==> src/acc_defines.svh <==
// Global sizes and encodings for the offload accelerator.
// Include this in any file that needs a width, the buffer depth or the opcode.

`ifndef ACC_DEFINES_SVH
`define ACC_DEFINES_SVH

// Operand and result width in bits
`define ACC_XLEN 32

// Register address width, x0 to x31
`define ACC_REG_W 5

// Raw instruction word width
`define ACC_INSTR_W 32

// Entries in the result FIFO, which is also the credit pool
`define ACC_RES_DEPTH 4

// custom-0 major opcode
`define ACC_OPCODE_CUSTOM0 7'b0001011

`endif

==> src/acc_pkg.sv <==
// Types shared by the accelerator blocks and the testbench.
// Import with acc_pkg::* inside a module body.

`default_nettype none

`include "acc_defines.svh"

package acc_pkg;

  // Operand or result word
  typedef logic [`ACC_XLEN-1:0] acc_data_t;

  // Destination register address
  typedef logic [`ACC_REG_W-1:0] acc_reg_t;

  // Instruction as offered on the q channel
  typedef logic [`ACC_INSTR_W-1:0] acc_instr_t;

  // One valid bit per source operand, bit 0 is rs1
  typedef logic [2:0] acc_rs_valid_t;

  // Operations, values match funct3
  typedef enum logic [2:0] {
    OP_MADD    = 3'd0,
    OP_MIN     = 3'd1,
    OP_MAX     = 3'd2,
    OP_POPCNT  = 3'd3,
    OP_ROTL    = 3'd4,
    OP_ABSDIFF = 3'd5
  } acc_op_e;

endpackage

`default_nettype wire

==> src/acc_x_decoder.sv <==
// Input side of the accelerator. Decodes q offers, checks operands and credits,
// gives the same-cycle k answer and hands accepted work to the pipeline.

`timescale 1ns/1ps
`default_nettype none

`include "acc_defines.svh"

module acc_x_decoder (
  input  logic                   clk_i,
  input  logic                   rst_i,
  input  logic                   q_valid_i,
  input  acc_pkg::acc_instr_t    q_instr_data_i,
  input  acc_pkg::acc_rs_valid_t q_rs_valid_i,
  input  acc_pkg::acc_data_t     q_rs1_i,
  input  acc_pkg::acc_data_t     q_rs2_i,
  input  acc_pkg::acc_data_t     q_rs3_i,
  output logic                   q_ready_o,
  output logic                   k_accept_o,
  output logic                   k_writeback_o,
  input  logic [2:0]             credit_count_i,
  input  logic [1:0]             pipe_busy_i,
  output logic                   issue_valid_o,
  output acc_pkg::acc_op_e       issue_op_o,
  output acc_pkg::acc_reg_t      issue_rd_o,
  output acc_pkg::acc_data_t     issue_rs1_o,
  output acc_pkg::acc_data_t     issue_rs2_o,
  output acc_pkg::acc_data_t     issue_rs3_o
);
  import acc_pkg::*;

  logic [6:0]    opcode;
  logic [2:0]    funct3;
  logic [6:0]    funct7;
  acc_reg_t      rd;
  acc_op_e       op;
  logic          legal;
  acc_rs_valid_t rs_need;
  logic          operands_ok;
  logic          credit_ok;
  logic          q_fire;

  // R4-type fields
  assign opcode = q_instr_data_i[6:0];
  assign rd     = q_instr_data_i[11:7];
  assign funct3 = q_instr_data_i[14:12];
  assign funct7 = q_instr_data_i[31:25];

  assign legal = (opcode == `ACC_OPCODE_CUSTOM0) && (funct7 == 7'd0) && (funct3 <= 3'd5);
  assign op    = acc_op_e'(funct3);

  // Operands each operation reads; a rejected instruction reads none
  always_comb begin
    rs_need = 3'b000;
    if (legal) begin
      case (op)
        OP_MADD:   rs_need = 3'b111;
        OP_POPCNT: rs_need = 3'b001;
        default:   rs_need = 3'b011;
      endcase
    end
  end

  assign operands_ok = ((q_rs_valid_i & rs_need) == rs_need);

  // Free slots must cover everything already in flight plus this one
  assign credit_ok = (credit_count_i > {1'b0, pipe_busy_i});

  assign q_ready_o = operands_ok && (!legal || credit_ok);
  assign q_fire    = q_valid_i && q_ready_o;

  assign k_accept_o    = q_fire && legal;
  assign k_writeback_o = k_accept_o && (rd != '0);

  assign issue_valid_o = k_accept_o;
  assign issue_op_o    = op;
  assign issue_rd_o    = rd;
  assign issue_rs1_o   = q_rs1_i;
  assign issue_rs2_o   = q_rs2_i;
  assign issue_rs3_o   = q_rs3_i;

  // An issue lands in the pipeline next cycle
  assert property (@(posedge clk_i) disable iff (rst_i)
    issue_valid_o |=> (pipe_busy_i != 2'd0));

endmodule

`default_nettype wire

==> src/acc_x_exec.sv <==
// Two-stage execution pipeline. Stage 1 forms the product or the final value,
// stage 2 finishes MADD and flags signed overflow. Never stalls.

`timescale 1ns/1ps
`default_nettype none

`include "acc_defines.svh"

module acc_x_exec (
  input  logic               clk_i,
  input  logic               rst_i,
  input  logic               issue_valid_i,
  input  acc_pkg::acc_op_e   issue_op_i,
  input  acc_pkg::acc_reg_t  issue_rd_i,
  input  acc_pkg::acc_data_t issue_rs1_i,
  input  acc_pkg::acc_data_t issue_rs2_i,
  input  acc_pkg::acc_data_t issue_rs3_i,
  output logic [1:0]         pipe_busy_o,
  output logic               res_valid_o,
  output acc_pkg::acc_reg_t  res_rd_o,
  output acc_pkg::acc_data_t res_data_o,
  output logic               res_error_o
);
  import acc_pkg::*;

  localparam int WIDE_W = 2 * `ACC_XLEN;

  logic                     s1_valid;
  acc_op_e                  s1_op;
  acc_reg_t                 s1_rd;
  logic [WIDE_W-1:0]        s1_value;
  acc_data_t                s1_rs3;
  logic                     s2_valid;
  acc_reg_t                 s2_rd;
  acc_data_t                s2_data;
  logic                     s2_error;

  logic signed [WIDE_W-1:0] product;
  logic [WIDE_W-1:0]        rotl_wide;
  logic                     rs1_lt_rs2;
  acc_data_t                absdiff_val;
  logic [WIDE_W-1:0]        stage1_value;
  logic signed [WIDE_W-1:0] madd_sum;
  logic                     madd_ovf;

  function automatic acc_data_t popcount(input acc_data_t value);
    acc_data_t count;
    count = '0;
    for (int i = 0; i < `ACC_XLEN; i++) begin
      count = count + acc_data_t'(value[i]);
    end
    return count;
  endfunction

  // Stage 1
  assign product     = $signed(issue_rs1_i) * $signed(issue_rs2_i);
  assign rotl_wide   = {issue_rs1_i, issue_rs1_i} << issue_rs2_i[4:0];
  assign rs1_lt_rs2  = ($signed(issue_rs1_i) < $signed(issue_rs2_i));
  assign absdiff_val = rs1_lt_rs2 ? (issue_rs2_i - issue_rs1_i) : (issue_rs1_i - issue_rs2_i);

  always_comb begin
    stage1_value = '0;
    case (issue_op_i)
      OP_MADD:    stage1_value = product;
      OP_MIN:     stage1_value[`ACC_XLEN-1:0] = rs1_lt_rs2 ? issue_rs1_i : issue_rs2_i;
      OP_MAX:     stage1_value[`ACC_XLEN-1:0] = rs1_lt_rs2 ? issue_rs2_i : issue_rs1_i;
      OP_POPCNT:  stage1_value[`ACC_XLEN-1:0] = popcount(issue_rs1_i);
      OP_ROTL:    stage1_value[`ACC_XLEN-1:0] = rotl_wide[WIDE_W-1:`ACC_XLEN];
      OP_ABSDIFF: stage1_value[`ACC_XLEN-1:0] = absdiff_val;
      default:    stage1_value = '0;
    endcase
  end

  // Stage 2, exact sum fits in 64 bits so overflow is a sign-bit mismatch
  assign madd_sum = $signed(s1_value) + $signed({{`ACC_XLEN{s1_rs3[`ACC_XLEN-1]}}, s1_rs3});
  assign madd_ovf = !((&madd_sum[WIDE_W-1:`ACC_XLEN-1]) || !(|madd_sum[WIDE_W-1:`ACC_XLEN-1]));

  always_ff @(posedge clk_i) begin
    if (rst_i) begin
      s1_valid <= 1'b0;
      s2_valid <= 1'b0;
    end else begin
      s1_valid <= issue_valid_i;
      s2_valid <= s1_valid;
    end
  end

  always_ff @(posedge clk_i) begin
    s1_op    <= issue_op_i;
    s1_rd    <= issue_rd_i;
    s1_value <= stage1_value;
    s1_rs3   <= issue_rs3_i;
    s2_rd    <= s1_rd;
    if (s1_op == OP_MADD) begin
      s2_data  <= madd_sum[`ACC_XLEN-1:0];
      s2_error <= madd_ovf;
    end else begin
      s2_data  <= s1_value[`ACC_XLEN-1:0];
      s2_error <= 1'b0;
    end
  end

  assign pipe_busy_o = {1'b0, s1_valid} + {1'b0, s2_valid};
  assign res_valid_o = s2_valid;
  assign res_rd_o    = s2_rd;
  assign res_data_o  = s2_data;
  assign res_error_o = s2_error;

  // Error flag traces back to a MADD issued two cycles earlier
  assert property (@(posedge clk_i) disable iff (rst_i)
    (res_valid_o && res_error_o) |-> ($past(issue_op_i, 2) == OP_MADD));

endmodule

`default_nettype wire

==> src/acc_x_result_buf.sv <==
// In-order result FIFO feeding the p channel.
// Free entries go back to the decoder as credits.

`timescale 1ns/1ps
`default_nettype none

`include "acc_defines.svh"

module acc_x_result_buf (
  input  logic               clk_i,
  input  logic               rst_i,
  input  logic               res_valid_i,
  input  acc_pkg::acc_reg_t  res_rd_i,
  input  acc_pkg::acc_data_t res_data_i,
  input  logic               res_error_i,
  output logic               p_valid_o,
  input  logic               p_ready_i,
  output acc_pkg::acc_reg_t  p_rd_o,
  output acc_pkg::acc_data_t p_data_o,
  output logic               p_error_o,
  output logic [2:0]         credit_count_o
);
  import acc_pkg::*;

  localparam int PTR_W = $clog2(`ACC_RES_DEPTH);

  acc_reg_t         rd_mem   [`ACC_RES_DEPTH];
  acc_data_t        data_mem [`ACC_RES_DEPTH];
  logic             err_mem  [`ACC_RES_DEPTH];
  logic [PTR_W-1:0] wr_ptr;
  logic [PTR_W-1:0] rd_ptr;
  logic [2:0]       count;
  logic             push;
  logic             pop;
  logic             full;

  assign push = res_valid_i;
  assign pop  = p_valid_o && p_ready_i;
  assign full = (count == 3'(`ACC_RES_DEPTH));

  // Payload storage
  always_ff @(posedge clk_i) begin
    if (push) begin
      rd_mem[wr_ptr]   <= res_rd_i;
      data_mem[wr_ptr] <= res_data_i;
      err_mem[wr_ptr]  <= res_error_i;
    end
  end

  always_ff @(posedge clk_i) begin
    if (rst_i) begin
      wr_ptr <= '0;
      rd_ptr <= '0;
      count  <= '0;
    end else begin
      if (push) begin
        wr_ptr <= (wr_ptr == PTR_W'(`ACC_RES_DEPTH - 1)) ? '0 : wr_ptr + 1'b1;
      end
      if (pop) begin
        rd_ptr <= (rd_ptr == PTR_W'(`ACC_RES_DEPTH - 1)) ? '0 : rd_ptr + 1'b1;
      end
      case ({push, pop})
        2'b10:   count <= count + 3'd1;
        2'b01:   count <= count - 3'd1;
        default: count <= count;
      endcase
    end
  end

  // Head of queue drives p directly
  assign p_valid_o      = (count != 3'd0);
  assign p_rd_o         = rd_mem[rd_ptr];
  assign p_data_o       = data_mem[rd_ptr];
  assign p_error_o      = err_mem[rd_ptr];
  assign credit_count_o = 3'(`ACC_RES_DEPTH) - count;

  // Upstream credit check must keep results from arriving at a full buffer
  assert property (@(posedge clk_i) disable iff (rst_i) res_valid_i |-> !full);

  // Stalled p holds its offer
  assert property (@(posedge clk_i) disable iff (rst_i)
    (p_valid_o && !p_ready_i) |=>
      (p_valid_o && $stable(p_rd_o) && $stable(p_data_o) && $stable(p_error_o)));

endmodule

`default_nettype wire

==> src/acc_x_top.sv <==
// Accelerator top level for the core's extension port.
// q and k on the input side, p on the return side.

`timescale 1ns/1ps
`default_nettype none

module acc_x_top (
  input  logic                   clk_i,
  input  logic                   rst_i,
  input  logic                   q_valid_i,
  output logic                   q_ready_o,
  input  acc_pkg::acc_instr_t    q_instr_data_i,
  input  acc_pkg::acc_data_t     q_rs1_i,
  input  acc_pkg::acc_data_t     q_rs2_i,
  input  acc_pkg::acc_data_t     q_rs3_i,
  input  acc_pkg::acc_rs_valid_t q_rs_valid_i,
  output logic                   k_accept_o,
  output logic                   k_writeback_o,
  output logic                   p_valid_o,
  input  logic                   p_ready_i,
  output acc_pkg::acc_reg_t      p_rd_o,
  output acc_pkg::acc_data_t     p_data_o,
  output logic                   p_error_o
);
  import acc_pkg::*;

  logic       issue_valid;
  acc_op_e    issue_op;
  acc_reg_t   issue_rd;
  acc_data_t  issue_rs1;
  acc_data_t  issue_rs2;
  acc_data_t  issue_rs3;
  logic [1:0] pipe_busy;
  logic       res_valid;
  acc_reg_t   res_rd;
  acc_data_t  res_data;
  logic       res_error;
  logic [2:0] credit_count;

  acc_x_decoder u_decoder (
    .clk_i          (clk_i),
    .rst_i          (rst_i),
    .q_valid_i      (q_valid_i),
    .q_instr_data_i (q_instr_data_i),
    .q_rs_valid_i   (q_rs_valid_i),
    .q_rs1_i        (q_rs1_i),
    .q_rs2_i        (q_rs2_i),
    .q_rs3_i        (q_rs3_i),
    .q_ready_o      (q_ready_o),
    .k_accept_o     (k_accept_o),
    .k_writeback_o  (k_writeback_o),
    .credit_count_i (credit_count),
    .pipe_busy_i    (pipe_busy),
    .issue_valid_o  (issue_valid),
    .issue_op_o     (issue_op),
    .issue_rd_o     (issue_rd),
    .issue_rs1_o    (issue_rs1),
    .issue_rs2_o    (issue_rs2),
    .issue_rs3_o    (issue_rs3)
  );

  acc_x_exec u_exec (
    .clk_i         (clk_i),
    .rst_i         (rst_i),
    .issue_valid_i (issue_valid),
    .issue_op_i    (issue_op),
    .issue_rd_i    (issue_rd),
    .issue_rs1_i   (issue_rs1),
    .issue_rs2_i   (issue_rs2),
    .issue_rs3_i   (issue_rs3),
    .pipe_busy_o   (pipe_busy),
    .res_valid_o   (res_valid),
    .res_rd_o      (res_rd),
    .res_data_o    (res_data),
    .res_error_o   (res_error)
  );

  acc_x_result_buf u_result_buf (
    .clk_i          (clk_i),
    .rst_i          (rst_i),
    .res_valid_i    (res_valid),
    .res_rd_i       (res_rd),
    .res_data_i     (res_data),
    .res_error_i    (res_error),
    .p_valid_o      (p_valid_o),
    .p_ready_i      (p_ready_i),
    .p_rd_o         (p_rd_o),
    .p_data_o       (p_data_o),
    .p_error_o      (p_error_o),
    .credit_count_o (credit_count)
  );

endmodule

`default_nettype wire

==> config.mk <==
export PLATFORM = sky130hd
export DESIGN_NAME = acc_x_top
export DESIGN_NICKNAME = d
export VERILOG_FILES = /design/src/acc_pkg.sv /design/src/acc_x_decoder.sv /design/src/acc_x_exec.sv /design/src/acc_x_result_buf.sv /design/src/acc_x_top.sv
export VERILOG_INCLUDE_DIRS = /design/src
export SDC_FILE = /design/constraint.sdc
export NUM_CORES = 2
export LEC_CHECK = 0
export BUFFER_PORTS_ARGS = -buffer_cell sky130_fd_sc_hd__buf_2
export CAP_MARGIN = 20
export CORE_MARGIN = 2
export CORE_UTILIZATION = 35
export CTS_BUF_LIST = sky130_fd_sc_hd__clkbuf_8
export CTS_CLUSTER_SIZE = 14
export DETAILED_ROUTE_END_ITERATION = 7
export PLACE_DENSITY = 0.46
export SLEW_MARGIN = 20
export SYNTH_ARGS = -nofsm -noshare
export SYNTH_HDL_FRONTEND = slang
export SYNTH_SLANG_ARGS = --single-unit
==> constraint.sdc <==
create_clock -name clk_i -period 22.4 [get_ports clk_i]
set_clock_uncertainty 0.1 [all_clocks]
set_input_delay 4.48 -clock clk_i [delete_from_list [all_inputs] [get_ports clk_i]]
set_output_delay 4.48 -clock clk_i [all_outputs]
set_load 0.005 [all_outputs]
==> summary.md <==
| Metric | Value |
|---|---|
| Vias in the first global route | 45400 |
| Cell mode on critical path | fa_1 |
| Chip height | 401 µm |
| Met2 Use GR | 41.3% |
| Critical path class | input pin to register |
| Layout filler cell count | 16100 |
| Antenna Violating Nets Remaining | 0 |
| Syn Std Cell Area | 55200 µm² |
| Gpl congestion | 0.917 |
| Worst-path maximum fanout | 55 |
| Synth Register Bits | 305 |
| DIE AREA | 161000 µm² |
| Distinct cells, synth | 93 |
| Core ar. | 157000 µm² |
| Area of the multi-input gates | 42300 µm² |
| FP Rows | 145 |
| Clk slew on worst S/H paths | 60 ps |
| Final worst path period share | 62.7% |
| Reg-to-reg setup timing slack | 17840 ps |
| Setup crit end | u_exec.s1_value[62]$_SDFF_PN0_ |
| Total CTS buffers | 52 |
| Final setup vio count | 0 |
| Status | completed |
| Syn avg cell area | 9.27 µm² |
| Max-Cap Viols | 0 |
| Period minus WS final | 14050 ps |
| Seq/Total Area, Yosys | 13.8% |
| YS warnings | 0 |
| Post-Syn Instances | 5958 |
| Clk sinks | 305 |
| 1st-iter DRT viols | 3499 |
| Routed Wire Length | 208000 µm |
| Post-synth EDFFs | 152 |
| H-Tree Level Count | 2 |
| Most frequent cells in the layout | fa_1, inv_1, nor2_1 |
| Net count after synthesis | 7564 |
| # port buffers | 166 |
| Congestion Overflow GR | 0 |
| Vias post-DR | 43000 |
| First-pass GRT wire length | 309000 µm |
| Crit path from | q_rs2_i[3] |
| Hold buffer count at cts | 0 |
| Met1 GRT Util | 35.5% |
| Starting Density | 35.3% |
| Hold Fails Final Rpt | 0 |
| Reg-to-reg critical path endpoint | u_exec.res_error_o$_SDFF_PP0_ |
| Max Transition Viols Final | 0 |
| TritonCTS clock tree | built |
| Worst path max stage delay | 760 ps |
| Reg area | 7630 µm² |
| P&R area growth vs syn | 7.58% |
| Slowest CP cell | clkinv_1 |
| Hold path start | u_exec.s1_rd[2]$_DFF_P_ |
| I/O pins | 177 |
| Rel. slew slack | 27.1% |
| CTS max path bufs | 3 |
| Max Clk Rate | 71.2 MHz |
| Post-route DRC violation count | 0 |
| Hold Path Stages | 0 |
| Total negative slack | 0 ps |
| Clock insertion delay at the later pin of the skew report | 660 ps |
| Largest net degree at the start of global routing | 63 |
| Worst Setup Start Kind | input pin |
| Synth Area in XOR/XNOR | 2.61% |
| Most used routing layer | met2 |
| Main combinational cell family by area after synthesis | adder cells |
| Die width | 401 µm |
| CP Capture Type | register |
| Hold Crit Class | register to register |
| Worst slew pin tran | 1090 ps |
| Post_cts resized | 0 |
| Setup bufs post-CTS | 0 |
| Post-synthesis mux area share | 3.74% |
| Fraction of registers with async set/reset | 0% |
| Met3 usage | 4.88% |
| Compound-Gate Fraction of Synth Area | 9.08% |
| Layout cells sized above 1 | 8.06% |
| Synth Area in Simple Gates | 12.7% |
| Reg2reg start | u_exec.s1_rs3[7]$_DFF_P_ |
| Post-Synth Adder-Cell Area | 48.4% |
| Final nets | 7605 |
| Post-detail-place hpwl | 156000 µm |
| Routed WL per cell | 25.6 µm |
| Required time of the critical path | 22870 ps |
| Reg2Reg Depth | 14 |
| Root buffer cell | clkbuf_8 |
| Commonest non-fill, non-tap cell in the layout | fa_1 |
| GRT Overall Usage | 26.1% |
| Synth Flop Type | dfxtp_1 |
| Routed vias/inst | 5.30 |
| Unrepaired setup endpoints after global routing | false |
| First-pass detailed-route iteration total | 5 |
| Initial antenna violation count | 20 |
| Arrival time worst endpoint | 14520 ps |
==> critical path, delay by kind of cell <==
kind / cells / cell delay, ps
and+or+nand+nor: 6 / 1320
adders and majority gates: 9 / 4390
buffers and inverters: 7 / 1590
AOI/OAI and AO/OA: 8 / 2710
==> metal layers <==
layer | share of wire [%] | wire [µm] | vias to the layer above
li1 | - | - | 18700
met1 | 43 | 88600 | 22100
met2 | 45 | 92900 | 1783
met3 | 8.1 | 16900 | 375
met4 | 4.6 | 9460 | 8
met5 | 0.022 | 46 | -
==> worst min path at each step <==
stage | end | slack, ps
after floorplan | u_exec.res_rd_o[0]$_DFF_P_ | 210
after global placement | u_exec.res_rd_o[4]$_DFF_P_ | 210
after detailed placement | u_exec.res_rd_o[1]$_DFF_P_ | 220
after CTS | u_exec.res_rd_o[2]$_DFF_P_ | 230
after global routing | u_exec.res_rd_o[4]$_DFF_P_ | 240
final | u_exec.res_rd_o[2]$_DFF_P_ | 230
==> final cells by class <==
cell class / count / share of cell area [%]
Inverter: 1099 / 6.94
Clock inverter: 40 / 0.282
Clock buffer: 57 / 1.32
Tap cell: 2058 / 4.33
Timing Repair Buffer: 297 / 3.05
Antenna cell: 8 / 0.0337
Sequential cell: 305 / 12.8
Multi-Input combinational cell: 4244 / 71.2
==> cell usage after synthesis (16+ instances only) <==
library cell  number  area, µm²
mux2i_1           42        420
dfxtp_1          153       3060
nand2_1          664       2490
nand2b_1          20        125
nand4_1           32        200
o21a_1            24        180
buf_1             54        203
nor3_1            42        210
and3_1            16        100
mux4_2            70       1580
clkbuf_1         241        905
o211ai_1          16        120
xor2_1            65        569
o21ai_1           42        210
o21bai_1          25        188
a221oi_1          28        245
a21o_1            99        743
a31oi_1           25        156
o22ai_1           25        156
a211oi_1          24        180
edfxtp_1         152       4560
inv_1           1076       4040
nor2b_1           26        163
nand3_1           33        165
ha_1             361       4520
clkinv_1          21       78.8
xnor2_1           98        858
nor2_1           779       2920
o21ai_0          178        891
and2_1            21        131
fa_1            1110      22200
a21oi_1          192        961
==> flip-flops by register name, indices dropped and copies added, names as in the netlist, 4 cells and up, named ones only <==
name                   flops
u_exec.s1_rd               5
u_exec.res_data_o         32
u_exec.res_rd_o            5
u_result_buf.err_mem       4
u_exec.s1_rs3             32
u_result_buf.data_mem    128
u_result_buf.rd_mem       20
u_exec.s1_value           64
==> per-stage QoR <==
stage	hold slack, ps	cell area, µm²	std cells	setup slack, ps	util, %
floorplan	210	55200	5958	9160	-
global placement	212	58500	8003	7790	37.3
detailed placement	217	58500	8003	7770	37.3
CTS	230	59400	8100	8430	37.9
global route	241	59400	8101	7860	37.9
finish	228	59400	8108	8350	38.0
==> logic make-up (layout without fill, tap and decap cells) <==
logic type,Yosys count,count (layout)
adder cells (fa/ha/maj),1471,1471
AND/OR/NAND/NOR,1703,1703
other,0,8
AO/OA/AOI/OAI,788,788
XOR/XNOR,164,164
buffers and inverters,1409,1493
flip-flops,305,305
multiplexers,118,118
Power is not shown: default switching activity piles up to over one toggle a cycle in this logic, so the estimate is an artifact.
